===== config.mk =====
export PLATFORM = sky130hd
export DESIGN_NAME = ppu_top
export DESIGN_NICKNAME = d
export VERILOG_FILES = /design/src/source/ppu_pkg.sv /design/src/source/bg_fetcher.sv /design/src/source/ppu_regs.sv /design/src/source/ppu_timing.sv /design/src/source/ppu_top.sv
export SDC_FILE = /design/constraint.sdc
export NUM_CORES = 1
export LEC_CHECK = 0
export ABC_AREA = 0
export BUFFER_PORTS_ARGS = -buffer_cell sky130_fd_sc_hd__buf_2
export CAP_MARGIN = 25
export CORE_MARGIN = 2
export CORE_UTILIZATION = 35
export CTS_BUF_LIST = sky130_fd_sc_hd__clkbuf_16
export CTS_CLUSTER_SIZE = 20
export DETAILED_ROUTE_END_ITERATION = 10
export PLACE_DENSITY = 0.63
export RECOVER_POWER = 100
export SLEW_MARGIN = 15
export SYNTH_ARGS = -nofsm -noshare
export SYNTH_HDL_FRONTEND = slang
export SYNTH_SLANG_ARGS = --single-unit

===== constraint.sdc =====
create_clock -name clk -period 4.6 [get_ports clk]
set_input_delay 0 -clock clk [delete_from_list [all_inputs] [get_ports clk]]
set_output_delay 0 -clock clk [all_outputs]
set_load 0.01 [all_outputs]

===== src/source/ppu_pkg.sv =====
// shared definitions for the background picture unit
// line and frame timing constants
// cpu register addresses of the lcd block
// vram address union with tile map and tile data views

package ppu_pkg;

	// --------------------
	// line and frame timing
	// dots per line, including hblank
	localparam int LINE_CLOCKS = 456;
	// lines with picture output
	localparam int VISIBLE_LINES = 144;
	// length of mode 2 at the start of a line
	localparam int OAM_LEN = 80;
	// first dot of hblank, mode 3 has a fixed length
	localparam int DRAW_END = 256;
	// tiles fetched on every visible line
	localparam int FETCH_TILES = 21;
	localparam int SCREEN_WIDTH = 160;
	// first dot at which a pixel leaves the shifter
	localparam int PIXEL_START = 88;

	// --------------------
	// register addresses, low byte of 0xff4x
	localparam logic [7:0] REG_LCDC = 8'h40;
	localparam logic [7:0] REG_STAT = 8'h41;
	localparam logic [7:0] REG_SCY = 8'h42;
	localparam logic [7:0] REG_SCX = 8'h43;
	localparam logic [7:0] REG_LY = 8'h44;
	localparam logic [7:0] REG_LYC = 8'h45;
	localparam logic [7:0] REG_BGP = 8'h47;

	// --------------------
	// tile map entry, base is always 2'b11 (0x1800 or 0x1c00)
	typedef struct packed {
		logic [1:0] base;
		logic map_sel;
		logic [4:0] row;
		logic [4:0] col;
	} vram_map_addr_t;

	// one plane byte of one line of a tile
	typedef struct packed {
		logic a12;
		logic [7:0] tile;
		logic [2:0] line;
		logic plane;
	} vram_data_addr_t;

	typedef union packed {
		vram_map_addr_t map;
		vram_data_addr_t data;
	} vram_addr_t;

endpackage


===== src/source/bg_fetcher.sv =====
// background tile fetch of the lcd block
// three vram reads per tile: map entry, low plane, high plane
// coarse scroll in the address, fine scroll by dropping pixels
// pixel shifter and BGP palette lookup

`timescale 1ns/1ps

module bg_fetcher (
	input logic clk,
	input logic reset,

	input logic [7:0] lcdc,
	input logic [7:0] bgp,
	input logic [8:0] h_cnt,
	input logic [7:0] v_cnt,
	input logic [7:0] scx_line,
	input logic [7:0] scy_line,

	// video ram
	output logic vram_rd,
	output ppu_pkg::vram_addr_t vram_addr,
	input logic [7:0] vram_data,

	// lcd
	output logic lcd_clkena,
	output logic [1:0] lcd_data
);

	// fetch runs over 21 groups of 8 dots after oam scan
	localparam int FETCH_END = ppu_pkg::OAM_LEN + 8 * ppu_pkg::FETCH_TILES;

	logic visible;
	logic fetch_active;
	logic [8:0] fetch_off;
	logic [7:0] bg_line;
	logic [1:0] slot;
	logic [8:0] pix_idx;
	logic [8:0] fine;
	logic [1:0] color;

	// fetched tile, payload only
	logic [7:0] tile_num;
	logic [7:0] plane_lo;
	logic [7:0] plane_hi;
	logic [7:0] shift_lo;
	logic [7:0] shift_hi;

	assign visible = (v_cnt < 8'(ppu_pkg::VISIBLE_LINES));
	assign fetch_active = visible && (h_cnt >= 9'(ppu_pkg::OAM_LEN)) &&
		(h_cnt < 9'(FETCH_END));

	// dot within the fetch, bits 7:3 are the tile index
	assign fetch_off = h_cnt - 9'(ppu_pkg::OAM_LEN);
	// two dot slot within the group of 8
	assign slot = h_cnt[2:1];

	// background line including vertical scroll
	assign bg_line = v_cnt + scy_line;

	// --------------------
	// vram access
	// slot 3 is idle
	assign vram_rd = fetch_active && (slot != 2'b11);

	always_comb begin
		vram_addr = '0;
		if (slot == 2'b00) begin
			vram_addr.map.base = 2'b11;
			vram_addr.map.map_sel = lcdc[3];
			vram_addr.map.row = bg_line[7:3];
			// coarse scroll, wraps around the 32 tile map
			vram_addr.map.col = scx_line[7:3] + fetch_off[7:3];
		end else begin
			// signed tile numbers from 0x9000 when LCDC bit 4 is clear
			vram_addr.data.a12 = lcdc[4] ? 1'b0 : ~tile_num[7];
			vram_addr.data.tile = tile_num;
			vram_addr.data.line = bg_line[2:0];
			// slot 1 reads the low plane, slot 2 the high plane
			vram_addr.data.plane = h_cnt[2];
		end
	end

	// data is sampled on the second dot of each slot
	always_ff @(posedge clk) begin
		if (fetch_active && h_cnt[0]) begin
			case (slot)
				2'b00: tile_num <= vram_data;
				2'b01: plane_lo <= vram_data;
				2'b10: plane_hi <= vram_data;
				default: begin
					// idle slot
				end
			endcase
		end
	end

	// --------------------
	// pixel shifter
	// load on the last dot of the group, shift msb first otherwise
	always_ff @(posedge clk) begin
		if (fetch_active && (h_cnt[2:0] == 3'd7)) begin
			shift_lo <= plane_lo;
			shift_hi <= plane_hi;
		end else begin
			shift_lo <= {shift_lo[6:0], 1'b0};
			shift_hi <= {shift_hi[6:0], 1'b0};
		end
	end

	// index of the pixel leaving the shifter
	assign pix_idx = h_cnt - 9'(ppu_pkg::PIXEL_START);
	assign fine = {6'd0, scx_line[2:0]};

	// the first scx mod 8 pixels are dropped
	assign lcd_clkena = visible && (h_cnt >= 9'(ppu_pkg::PIXEL_START)) &&
		(pix_idx >= fine) && (pix_idx < fine + 9'(ppu_pkg::SCREEN_WIDTH));

	// --------------------
	// palette
	assign color = {shift_hi[7], shift_lo[7]};

	// background off gives colour 0 shade white
	always_comb begin
		if (!lcdc[0] || reset) begin
			lcd_data = 2'b00;
		end else begin
			lcd_data = bgp[2 * color +: 2];
		end
	end

endmodule


===== src/source/ppu_regs.sv =====
// cpu register file of the lcd block
// LCDC, STAT, SCY, SCX, LY, LYC and BGP
// write strobe with select, combinational read multiplexer
// STAT coincidence bit from LY and LYC

`timescale 1ns/1ps

module ppu_regs (
	input logic clk,
	input logic reset,

	// cpu side
	input logic cpu_sel_reg,
	input logic cpu_wr,
	input logic [7:0] cpu_addr,
	input logic [7:0] cpu_di,
	output logic [7:0] cpu_do,

	// state from the timing unit
	input logic [7:0] v_cnt,
	input logic [1:0] mode,

	// register contents to the other units
	output logic [7:0] lcdc,
	output logic [3:0] stat_ena,
	output logic [7:0] scy,
	output logic [7:0] scx,
	output logic [7:0] lyc,
	output logic [7:0] bgp
);

	logic wr_en;
	logic lyc_match;

	assign wr_en = cpu_sel_reg && cpu_wr;

	// coincidence flag as seen by the cpu
	assign lyc_match = (v_cnt == lyc);

	// --------------------
	// register writes
	always_ff @(posedge clk) begin
		if (reset) begin
			// lcd starts switched off
			lcdc <= 8'h00;
			stat_ena <= 4'h0;
			scy <= 8'h00;
			scx <= 8'h00;
			lyc <= 8'h00;
			// darkest shade for colours 3..1, white for 0
			bgp <= 8'hfc;
		end else if (wr_en) begin
			case (cpu_addr)
				ppu_pkg::REG_LCDC: begin
					lcdc <= cpu_di;
				end
				ppu_pkg::REG_STAT: begin
					// only the interrupt enables are writable
					stat_ena <= cpu_di[6:3];
				end
				ppu_pkg::REG_SCY: begin
					scy <= cpu_di;
				end
				ppu_pkg::REG_SCX: begin
					scx <= cpu_di;
				end
				ppu_pkg::REG_LYC: begin
					lyc <= cpu_di;
				end
				ppu_pkg::REG_BGP: begin
					bgp <= cpu_di;
				end
				default: begin
					// LY and unmapped addresses drop the write
				end
			endcase
		end
	end

	// --------------------
	// read multiplexer
	always_comb begin
		case (cpu_addr)
			ppu_pkg::REG_LCDC: cpu_do = lcdc;
			// bit 7 reads as one
			ppu_pkg::REG_STAT: cpu_do = {1'b1, stat_ena, lyc_match, mode};
			ppu_pkg::REG_SCY: cpu_do = scy;
			ppu_pkg::REG_SCX: cpu_do = scx;
			// current line straight from the counter
			ppu_pkg::REG_LY: cpu_do = v_cnt;
			ppu_pkg::REG_LYC: cpu_do = lyc;
			ppu_pkg::REG_BGP: cpu_do = bgp;
			// open bus
			default: cpu_do = 8'hff;
		endcase
	end

endmodule


===== src/source/ppu_timing.sv =====
// dot and line counters of the lcd block
// display mode decode
// per line latch of the scroll registers
// STAT interrupt sources, registered one cycle pulse

`timescale 1ns/1ps

module ppu_timing #(
	parameter int VBLANK_LINES = 10
) (
	input logic clk,
	input logic reset,

	input logic lcdc_on,
	input logic [3:0] stat_ena,
	input logic [7:0] lyc,
	input logic [7:0] scx,
	input logic [7:0] scy,

	output logic [8:0] h_cnt,
	output logic [7:0] v_cnt,
	output logic [1:0] mode,
	output logic [7:0] scx_line,
	output logic [7:0] scy_line,
	output logic irq
);

	// last line of the frame, end of vblank
	localparam int LAST_LINE = ppu_pkg::VISIBLE_LINES + VBLANK_LINES - 1;

	logic line_end;
	logic vblank;
	logic lyc_match;
	logic irq_oam;
	logic irq_lyc;
	logic irq_vblank;
	logic irq_hblank;

	assign line_end = (h_cnt == 9'(ppu_pkg::LINE_CLOCKS - 1));
	assign vblank = (v_cnt >= 8'(ppu_pkg::VISIBLE_LINES));
	assign lyc_match = (v_cnt == lyc);

	// --------------------
	// counters
	// both held at zero while the lcd is off
	always_ff @(posedge clk) begin
		if (reset || !lcdc_on) begin
			h_cnt <= '0;
			v_cnt <= '0;
		end else if (line_end) begin
			h_cnt <= '0;
			if (v_cnt == 8'(LAST_LINE)) begin
				v_cnt <= '0;
			end else begin
				v_cnt <= v_cnt + 8'd1;
			end
		end else begin
			h_cnt <= h_cnt + 9'd1;
		end
	end

	// mode 1 vblank, 2 oam scan, 3 drawing, 0 hblank
	always_comb begin
		if (!lcdc_on) begin
			mode = 2'd0;
		end else if (vblank) begin
			mode = 2'd1;
		end else if (h_cnt < 9'(ppu_pkg::OAM_LEN)) begin
			mode = 2'd2;
		end else if (h_cnt < 9'(ppu_pkg::DRAW_END)) begin
			mode = 2'd3;
		end else begin
			mode = 2'd0;
		end
	end

	// scroll stays fixed for the rest of the line
	// latched one dot before the fetch starts
	always_ff @(posedge clk) begin
		if (h_cnt == 9'(ppu_pkg::OAM_LEN - 1)) begin
			scx_line <= scx;
			scy_line <= scy;
		end
	end

	// --------------------
	// STAT interrupt sources
	// stat_ena[3] is STAT bit 6, stat_ena[0] is STAT bit 3
	assign irq_lyc = stat_ena[3] && (h_cnt == 9'd1) && lyc_match;
	assign irq_oam = stat_ena[2] && (h_cnt == 9'd0);
	assign irq_vblank = stat_ena[1] && line_end &&
		(v_cnt == 8'(ppu_pkg::VISIBLE_LINES - 1));
	assign irq_hblank = stat_ena[0] && !vblank &&
		(h_cnt == 9'(ppu_pkg::DRAW_END));

	// counters sit at zero when off, so mask by lcdc_on
	always_ff @(posedge clk) begin
		if (reset) begin
			irq <= 1'b0;
		end else begin
			irq <= lcdc_on && (irq_lyc || irq_oam || irq_vblank || irq_hblank);
		end
	end

endmodule


===== src/source/ppu_top.sv =====
// top level of the background picture unit
// cpu register file, line timing and tile fetcher

`timescale 1ns/1ps

module ppu_top #(
	parameter int VBLANK_LINES = 10
) (
	input logic clk,
	input logic reset,

	// cpu register interface
	input logic cpu_sel_reg,
	input logic cpu_wr,
	input logic [7:0] cpu_addr,
	input logic [7:0] cpu_di,
	output logic [7:0] cpu_do,

	// lcd
	output logic lcd_on,
	output logic lcd_clkena,
	output logic [1:0] lcd_data,
	output logic irq,
	output logic [1:0] mode,

	// video ram
	output logic vram_rd,
	output logic [12:0] vram_addr,
	input logic [7:0] vram_data
);

	// register contents
	logic [7:0] lcdc;
	logic [3:0] stat_ena;
	logic [7:0] scy;
	logic [7:0] scx;
	logic [7:0] lyc;
	logic [7:0] bgp;

	// timing state
	logic [8:0] h_cnt;
	logic [7:0] v_cnt;
	logic [7:0] scx_line;
	logic [7:0] scy_line;

	assign lcd_on = lcdc[7];

	ppu_regs u_regs (
		.clk(clk),
		.reset(reset),
		.cpu_sel_reg(cpu_sel_reg),
		.cpu_wr(cpu_wr),
		.cpu_addr(cpu_addr),
		.cpu_di(cpu_di),
		.cpu_do(cpu_do),
		.v_cnt(v_cnt),
		.mode(mode),
		.lcdc(lcdc),
		.stat_ena(stat_ena),
		.scy(scy),
		.scx(scx),
		.lyc(lyc),
		.bgp(bgp)
	);

	ppu_timing #(
		.VBLANK_LINES(VBLANK_LINES)
	) u_timing (
		.clk(clk),
		.reset(reset),
		.lcdc_on(lcdc[7]),
		.stat_ena(stat_ena),
		.lyc(lyc),
		.scx(scx),
		.scy(scy),
		.h_cnt(h_cnt),
		.v_cnt(v_cnt),
		.mode(mode),
		.scx_line(scx_line),
		.scy_line(scy_line),
		.irq(irq)
	);

	bg_fetcher u_fetcher (
		.clk(clk),
		.reset(reset),
		.lcdc(lcdc),
		.bgp(bgp),
		.h_cnt(h_cnt),
		.v_cnt(v_cnt),
		.scx_line(scx_line),
		.scy_line(scy_line),
		.vram_rd(vram_rd),
		.vram_addr(vram_addr),
		.vram_data(vram_data),
		.lcd_clkena(lcd_clkena),
		.lcd_data(lcd_data)
	);

endmodule


# Yosys cells after proc, flatten, opt, wreduce, memory -nomap -nowiden
# Index checks and enable logic that the tools add are counted.
# totals
register_bits	118
wordCells	102
# op_classes
addsub	7
magnitude_cmp	9
n_eq_ne	18
shifts	1
mux	11
bitwise_logic	1
reduce_logical	37
# ops
operator	n
$eq 8x7->1 const B	7
$pmux 8 s7	1
$mux 8	3
$eq 9x9->1 const B	2
$ge 9x7->1 const B	2
$reduce_and 2->1	9
$logic_and 1x1->1	17
$eq 8x8->1 const B	2
$mux 13	1
$mux 2	5
$add 3x8->9 const B	1
$add 9x1->9 const B	1
$eq 9x1->1 const B	1
$eq 9x7->1 const B	1
$ge 9x3->1	1
$logic_not 9->1	1
$lt 9x7->1 const B	1
$lt 9x8->1 const B	1
$lt 9x9->1	1
$lt 9x9->1 const B	1
$sub 9x7->9 const B	1
$add 8x1->8 const B	1
$add 8x8->8	1
$eq 8x8->1	1
15 further kinds	21

# Depth between registers and ports, before layout
# Gate-level depths: netlist (run 1).
# logic_depth
ltp_word	7
depth_mapped	9
ltp_nobuf	8

# Modules after synthesis
# From an unflattened synthesis (run 1), not the netlist that was laid out.
# unflattened
cells_unflattened	581
hier_area_um2	6155.9
# modules_own_cells
module	instances	cells_per_inst	area_each_um2	seq_area_each_um2
ppu_regs	1	253	2324.7	880.8
bg_fetcher	1	184	2247.2	1041.0
ppu_timing	1	144	1584.0	840.8

# Worst setup path before layout (run 1)
# Ideal clock, no wire load.
# synth_timing
path_kind	reg-to-reg
start	reg u_timing.h_cnt[3]
end	reg u_timing.scx_line[0] (enable)
arrival_time_ns	2.453
required_ns	4.170
setup_slack_ns	1.717
stages_incl_launch_ff	4
n_path_buf	1
period_less_slack_ns	2.883
path_cell_list	dfxtp_1 clkbuf_1 nand3_1 nor4_1
# synth_via
elab_chain_cells	1
# synth_rtl
element	line	text
start, declared	ppu_timing.sv:20	output logic [8:0] h_cnt,
start signal, assigned	ppu_timing.sv:58	h_cnt <= h_cnt + 9'd1;
$eq 9x7->1	ppu_timing.sv:80	if (h_cnt == 9'(ppu_pkg::OAM_LEN - 1)) begin
end signal, assigned	ppu_timing.sv:81	scx_line <= scx;
end, declared	ppu_timing.sv:23	output logic [7:0] scx_line,
# No other way between the ends.
# A chain may end at the register's enable or synchronous reset.

# Final worst setup path (run 1)
# layout_timing
start	reg u_timing.h_cnt[5]
end	reg u_fetcher.plane_hi[5] (enable)
# layout_via
elab_chain_cells	5
# layout_rtl
element	line	text
$ge 9x7->1	bg_fetcher.sv:49	assign fetch_active = visible && (h_cnt >= 9'(ppu_pkg::OAM_LEN)) &&
$logic_and 1x1->1	bg_fetcher.sv:49	
$logic_and 1x1->1 (*)	bg_fetcher.sv:49	
$logic_and 1x1->1 (*)	bg_fetcher.sv:85	if (fetch_active && h_cnt[0]) begin
$reduce_and 2->1 (no line) (*)	n/a	
end signal, assigned	bg_fetcher.sv:89	2'b10: plane_hi <= vram_data;
end, declared	bg_fetcher.sv:44	logic [7:0] plane_hi;
# Every way passes the cells marked *; elsewhere a longest branch is shown, timed or not.

==> results of run 1 <==
-- layout by cell type, fill, tap and decap left out, types with 3 or more instances in the layout --
| cell type | n |
|---|---|
| nor4_1 | 11 |
| mux2_2 | 18 |
| clkbuf_1 | 37 |
| a221oi_1 | 4 |
| nand3_1 | 11 |
| mux2i_1 | 41 |
| nand2b_1 | 7 |
| edfxtp_1 | 40 |
| ha_1 | 28 |
| a22oi_1 | 7 |
| a21o_1 | 7 |
| o21ai_0 | 19 |
| or3_1 | 4 |
| nor3_1 | 15 |
| inv_1 | 21 |
| and3_1 | 7 |
| nor2_1 | 80 |
| a21oi_1 | 29 |
| nor3b_1 | 10 |
| dfxtp_1 | 78 |
| xnor2_1 | 19 |
| nand4_1 | 4 |
| buf_2 | 21 |
| nand2_1 | 33 |
| clkinv_2 | 5 |
| xor2_1 | 16 |
| nor2b_1 | 5 |
| dlygate4sd3_1 | 16 |
| clkbuf_16 | 20 |
| inv_4 | 3 |
| a211oi_1 | 5 |
-- repair_timing --
item                                   4_1_cts  5_1_grt
endpoints found under the hold margin       67        0
buffers inserted                             0        0
gates resized for setup                      0        0
hold buffers                                16        0
-- cell usage after synthesis (4+ instances only) --
library cell | count | area share, %
a211oi_1 | 5 | 0.63
a21o_1 | 7 | 0.88
a21oi_1 | 29 | 2.4
a221oi_1 | 4 | 0.59
a22oi_1 | 7 | 0.88
and3_1 | 7 | 0.74
buf_2 | 8 | 0.67
clkbuf_1 | 21 | 1.3
dfxtp_1 | 78 | 26
edfxtp_1 | 40 | 20
ha_1 | 28 | 5.9
inv_1 | 21 | 1.3
mux2_2 | 19 | 3.6
mux2i_1 | 41 | 6.9
nand2_1 | 31 | 2.0
nand2b_1 | 7 | 0.74
nand3_1 | 11 | 0.92
nand4_1 | 4 | 0.42
nor2_1 | 80 | 5.0
nor2b_1 | 5 | 0.53
nor3_1 | 13 | 1.1
nor3b_1 | 10 | 1.3
nor4_1 | 7 | 0.74
nor4_4 | 5 | 1.8
o21ai_0 | 18 | 1.5
or3_1 | 4 | 0.42
xnor2_1 | 19 | 2.8
xor2_1 | 16 | 2.4
-- metrics by stage --
step	cells	power (mW)	setup WS [ps]	util (%)	hold slack, ps
2_1_floorplan	584	1.13	1720	-	98.9
3_3_place_gp	831	1.17	1760	38.6	218
3_5_place_dp	832	1.17	1690	38.6	221
4_1_cts	880	2.42	1660	43.0	135
5_1_grt	880	2.47	1350	42.1	172
6_report	880	2.40	1680	42.1	139
-- worst register-to-register path, stage by stage, from the launching register on --
cell	delay, ps
dfxtp_1	400
inv_1	170
ha_1	260
nand2_1	80
o311ai_0	280
and3_1	330
nand2_1	120
nor3b_1	880
-- cell type report --
type	count	share of cell area, %
clock buffers	20	7.16
clock inverters	12	0.985
inverters	21	1.13
multi-input cells	414	41.4
flip-flops and latches	118	39.5
well taps	220	3.94
repair buffers	75	5.89
-- metal layers --
layer	global-route usage [%]	vias up	routed length [microns]
li1	-	2206	-
met4	6.32	0	267
met2	27.2	162	6920
met3	4.54	24	1080
met1	24.3	2127	7090
met5	0	-	0
-- state kept, by name, indices dropped and copies added, names as in the netlist --
name                flops
u_fetcher.tile_num      8
u_timing.scy_line       8
u_fetcher.shift_lo      8
u_regs.lyc              8
u_regs.bgp              8
u_regs.lcdc             8
u_timing.irq            1
u_regs.scx              8
u_fetcher.plane_hi      8
u_regs.stat_ena         4
u_regs.scy              8
u_timing.scx_line       8
u_timing.v_cnt          8
u_fetcher.plane_lo      8
u_fetcher.shift_hi      8
u_timing.h_cnt          9
-- power breakdown --
group | leakage, nW | switching [mW] | internal (mW)
clock network | 0.291 | 0.472 | 0.776
logic | 1.26 | 0.0475 | 0.0267
registers | 0.954 | 0.000276 | 1.07
-- cell families (layout without fill, tap and decap cells) --
logic type	Yosys count	after routing	share of synthesized area, %
buf+inv	52	128	3.51
mux	62	62	11.2
compound gates	91	91	9.75
xor+xnor	35	35	5.15
fa+ha+maj	30	30	6.55
simple gates	196	196	17.4
flops	118	118	46.4
-- worst min path at each step --
| stage | end | startpoint |
|---|---|---|
| after floorplan | u_fetcher.plane_hi[0]$_DFFE_PP_ | vram_data[0] |
| after global placement | u_fetcher.tile_num[0]$_DFFE_PP_ | vram_data[0] |
| after detailed placement | u_fetcher.tile_num[7]$_DFFE_PP_ | vram_data[7] |
| after CTS | u_regs.lcdc[3]$_SDFFE_PP0P_ | reset |
| after global routing | u_regs.lcdc[3]$_SDFFE_PP0P_ | reset |
| final | u_regs.lcdc[3]$_SDFFE_PP0P_ | reset |
==> reports/results.tsv, run 1 <==
stage	metric	value	unit
sta	relSlewSlack	-52.6	%
synth	synthDistinctLibCells	58	
placed_design	placed_area	0.00641	sq mm
clock_tree	clock-sinks	118	
synth	ys_seq_elements	118	
sta	fin_skew	8.02	ps
power_and_ir_drop	peakVddDrop	0.294	mV
clock_tree	numCtsBuffers	17	
route	vias	4519	
sta	hold_violations	0	
route	antenna_left	0	
sta	fmax	343	MHz
layout	stdcell_area	0.00699	sq mm
floorplan	initial_utilization	35.9	%
layout	area_growth	17.3	%
floorplan	io_pins	57	
critical_path	path_delay_family	simple AND/OR/NAND/NOR gates	
critical_path	cpPeakStageDelay	880	ps
placed_design	hpwl	11.3	mm
floorplan	core	0.0166	sq mm
layout	antennaDiodeCount	0	
floorplan	die_y	134	microns
critical_path	crit_top_cell	nand2_1	
min_path	hold_depth	3	
synth	synthFlopType	dfxtp_1	
route	totalWireLength	15.4	mm
layout	nFillCells	1633	
placed_design	place.port_buffers	56	
clock_tree	clk_pin_slew	50	ps
critical_path	crit_fanout	11	
sta	final.period_utilization	63.4	%
layout	multi_input_area	0.00289	sq mm
route	first_iter_violations	345	
synth	synth-edff-count	40	
global_routing	grtUsageTotal	17.7	%
critical_path	worstSetupPathType	flip-flop to flip-flop	
power_and_ir_drop	p_leak	2.50	nW
critical_path	r2r_setup_slack	1680	ps
run_status	status	complete, but fails checks	
route	drc	0	
critical_path	crit_buf_inv	1	
global_routing	grt_max_degree	55	
sta	setup-tns-final	0	ps
floorplan	rows	47	
route	wl_per_cell	17.5	microns
critical_path	r2r-end	u_fetcher.plane_hi[5]$_DFFE_PP_	
floorplan	die-area	0.0181	sq mm
synth	ys_seq_area_share	46.4	%
critical_path	critPathSlowestCell	nor3b_1	
global_routing	grt_pass1_vias	4513	
synth	syn_nets	642	
critical_path	reg2reg_from	u_timing.h_cnt[5]$_SDFF_PP0_	
sta	setup-violations-final	0	
clock_tree	insertion_delay	420	ps
layout	layout.nets	705	
synth	synth_warnings	0	
run_status	failed_checks	capacitance limit, slew limit	
critical_path	crit_end	u_fetcher.plane_hi[5]$_DFFE_PP_	
clock_tree	root_buffer	clkbuf_16	
global_routing	overflow	0	
layout	seq_area	0.00276	sq mm
sta	rsz0062_at_grt	false	
sta	drv_slew	37	
clock_tree	cts_buffer_depth	2	
critical_path	required	4630	ps
min_path	hold_path.class	input pin to flip-flop	
global_routing	antenna_found_initial	0	
route	first_pass_iters	6	
critical_path	arrival	2950	ps
power_and_ir_drop	power.density	343	mW/mm^2
critical_path	endpoint_kind	flip-flop	
placed_design	place.gp.congestion	0.946	
synth	netlist_area	0.00596	sq mm
global_routing	grt_pass1_wl	24.4	mm
layout	drive_gt1_share	11.1	%
critical_path	start_kind	flip-flop	
route	vias_per_cell	5.14	
critical_path	setup.worst_path.start	u_timing.h_cnt[5]$_SDFF_PP0_	
clock_tree	cts_tree	built	
flow_run	cap_violations	4	
clock_tree	htreeDepth	4	
sta	tightest_slew	2270	ps
synth	syn_area_per_cell	10.2	sq um
critical_path	worstPathCellList	inv_1 > ha_1 > nand2_1 > o311ai_0 > and3_1 > nand2_1 > nor3b_1	
synth	synthCells	584	
floorplan	die_w	134	microns
critical_path	r2r_cells	7	
sta	finalCriticalPeriod	2920	ps
critical_path	path_depth	7	
synth	async_flop_share	0	%
No activity file was read; power rests on OpenSTA's default activity.
==> run 2, diff against run 1 <==
- PLACE_DENSITY: 0.63 -> 0.65
- clock period: 4.6 -> 2.34 ns (I/O delays scaled with it)
==> run 2 against run 1 <==
The run now ends clean. Global-route usage rose by 0.079 points. Register-to-register slack worse by 1500 ps. Routed wire length increased by 2.2%. Final area rose by 4.9%. Sequential power grew 95%. Via count grew 3.7%. First-iteration DRC count decreased by 6.4%. Utilization grew 2.1 points. Sequential share of layout area is 1.7 points lower. Critical path type is now flip-flop to primary output. Largest cell class unchanged.
==> reports/results.tsv, run 2 (synthesis gave the netlist of run 1 again) <==
stage	metric	value	unit	change
layout	regMostFlops	u_timing.h_cnt		
route	drc	0		unchanged
clock_tree	root_buffer	clkbuf_16		
layout	layout.nets	725		+2.8%
global_routing	grt_pass1_vias	4749		+5.2%
layout	nFillCells	1574		-3.6%
route	first_pass_iters	5		-1
route	antenna_left	0		unchanged
clock_tree	post_cts_buffers	0		unchanged
clock_tree	clock-sinks	118		unchanged
critical_path	r2r_setup_slack	160	ps	-1520 ps
sta	fmax	440	MHz	
sta	rsz0062_at_grt	true		
floorplan	initial_utilization	35.9	%	unchanged
sta	final.period_utilization	97.2	%	
route	first_iter_violations	323		-6.4%
floorplan	die-area	0.0181	sq mm	unchanged
sta	setup-violations-final	0		unchanged
floorplan	core	0.0166	sq mm	unchanged
critical_path	start_kind	flip-flop		
sta	fin_skew	8.06	ps	+0.0463 ps
flow_run	cap_violations	0		-4
sta	hold_violations	0		unchanged
sta	finalCriticalPeriod	2270	ps	
route	vias_per_cell	5.21		+1.4%
critical_path	arrival	2270	ps	-680 ps
layout	stdcell_area	0.00733	sq mm	+4.9%
global_routing	overflow	0		unchanged
floorplan	die_w	134	microns	unchanged
placed_design	place.port_buffers	56		unchanged
placed_design	hpwl	11.7	mm	+3.6%
layout	layout_commonest_cell	nor2_1		
min_path	hold_depth	2		-1
critical_path	required	2340	ps	-2290 ps
global_routing	antenna_found_initial	0		unchanged
run_status	status	finished, final reports clean		
global_routing	grt_pass1_wl	24.7	mm	+1.4%
clock_tree	clk_pin_slew	50	ps	about the same
global_routing	grtUsageTotal	17.8	%	+0.079 points
critical_path	r2r-end	u_fetcher.plane_hi[6]$_DFFE_PP_		
placed_design	place.gp.congestion	0.963		+1.7%
power_and_ir_drop	p_leak	2.70	nW	+7.7%
critical_path	reg2reg_from	u_timing.h_cnt[1]$_SDFF_PP0_		
power_and_ir_drop	power.density	684	mW/mm^2	+99%
route	vias	4688		+3.7%
floorplan	rows	47		unchanged
sta	setup-tns-final	0	ps	unchanged
placed_design	placed_area	0.00657	sq mm	+2.5%
min_path	hold-path-endpoint	u_regs.lyc[5]$_SDFFE_PP0P_		
floorplan	die_y	134	microns	unchanged
sta	drv_slew	0		-100%
clock_tree	cts_tree	built		
clock_tree	htreeDepth	4		unchanged
layout	largest_register_ffs	9		unchanged
layout	drive_gt1_share	20.9	%	+9.8 points
min_path	hold_path.class	input pin to flip-flop		
global_routing	grt_max_degree	31		-44%
route	totalWireLength	15.7	mm	+2.2%
clock_tree	insertion_delay	420	ps	about the same
critical_path	endpoint_kind	primary output		
sta	tightest_slew	1250	ps	-1020 ps
layout	area_growth	23.1	%	
layout	mostFrequentLayoutCells	nor2_1 (80), dfxtp_1 (75), buf_2 (45), mux2i_1 (41), edfxtp_1 (40)		
critical_path	r2r_cells	8		+1
critical_path	worstSetupPathType	flip-flop to primary output		
layout	antennaDiodeCount	0		unchanged
floorplan	io_pins	57		unchanged
clock_tree	cts_buffer_depth	2		unchanged
critical_path	crit_fanout	3		-8
clock_tree	numCtsBuffers	17		unchanged
power_and_ir_drop	peakVddDrop	0.547	mV	+86%
route	wl_per_cell	17.4	microns	about the same
min_path	worstHoldStart	reset		
sta	relSlewSlack	16.1	%	+69 points
-- run 2: cell count changes in the layout (fill, tap and decap cells not counted), sizes merged --
cell | previous run | this run
buf | 22 | 66
clkbuf | 57 | 30
bufinv | 0 | 4
clkinv | 9 | 8
clkinvlp | 0 | 1
inv | 24 | 23
-- run 2: area by class of cell --
cell class | instances | area [sq um] | share of cell area, %
inverter | 21 | 78.8 | 1.08
multi-input combinational | 414 | 2980 | 40.7
clock inverter | 15 | 204 | 2.78
sequential | 118 | 2770 | 37.8
timing repair buffer | 95 | 596 | 8.12
tap | 220 | 275 | 3.75
clock buffer | 17 | 425 | 5.80
-- run 2: critical path, stage by stage (launching register included) --
cell	delay (ps)
edfxtp_1	390
ha_4	160
inv_1	50
fa_2	350
nor2b_2	140
o31a_1	160
o21ai_2	60
or3_4	330
nand3_2	100
buf_6	100
-- run 2: where the power goes --
part	internal, mW	leakage, nW	total (mW)	switching (mW)
sequential	2.11	0.956	2.11	0.000553
clock	1.79	0.308	2.75	0.965
combinational	0.0563	1.43	0.152	0.0960
-- run 2: how the worst max path moves through the flow --
stage,startpoint,to,slack [ps],cells after the start
global placement,u_timing.h_cnt[5]$_SDFF_PP0_,u_fetcher.plane_hi[6]$_DFFE_PP_,230,8
CTS,u_timing.v_cnt[1]$_SDFFE_PP0N_,vram_addr[7],20,8
detailed placement,u_timing.h_cnt[5]$_SDFF_PP0_,u_fetcher.plane_hi[6]$_DFFE_PP_,140,8
finish,u_timing.scy_line[0]$_DFFE_PN_,vram_addr[8],70,9
floorplan,u_timing.h_cnt[5]$_SDFF_PP0_,u_fetcher.plane_hi[0]$_DFFE_PP_,80,8
global route,u_timing.scy_line[0]$_DFFE_PN_,vram_addr[8],-30,9
-- run 2: routing by layer --
| layer | routed length [microns] | up-vias | GRT usage [%] |
|---|---|---|---|
| met2 | 7110 | 182 | 28.2 |
| met4 | 405 | 0 | 7.31 |
| met5 | 0 | - | 0 |
| li1 | - | 2252 | - |
| met3 | 1070 | 32 | 4.35 |
| met1 | 7120 | 2222 | 23.4 |
-- run 2: per-stage QoR --
stage               std cells  power, mW  util (%)  hold slack [ps]  setup slack [ps]
global placement          852       2.30      39.6              218               226
CTS                       900       5.06      44.6             23.9              18.4
finish                    900       5.01      44.2             29.0              65.9
detailed placement        852       2.30      39.6              215               142
global route              900       5.16      44.2             35.5             -26.4
floorplan                 584       2.23         -             98.9              82.4
-- run 2: what timing repair did --
| item | in CTS | in global routing |
|---|---|---|
| endpoints found under the hold margin | 67 | 0 |
| endpoints found under the setup margin | 6 | 43 |
| gates resized for setup | 13 | 10 |
| hold buffers | 16 | 0 |
| pin swaps | 0 | 1 |
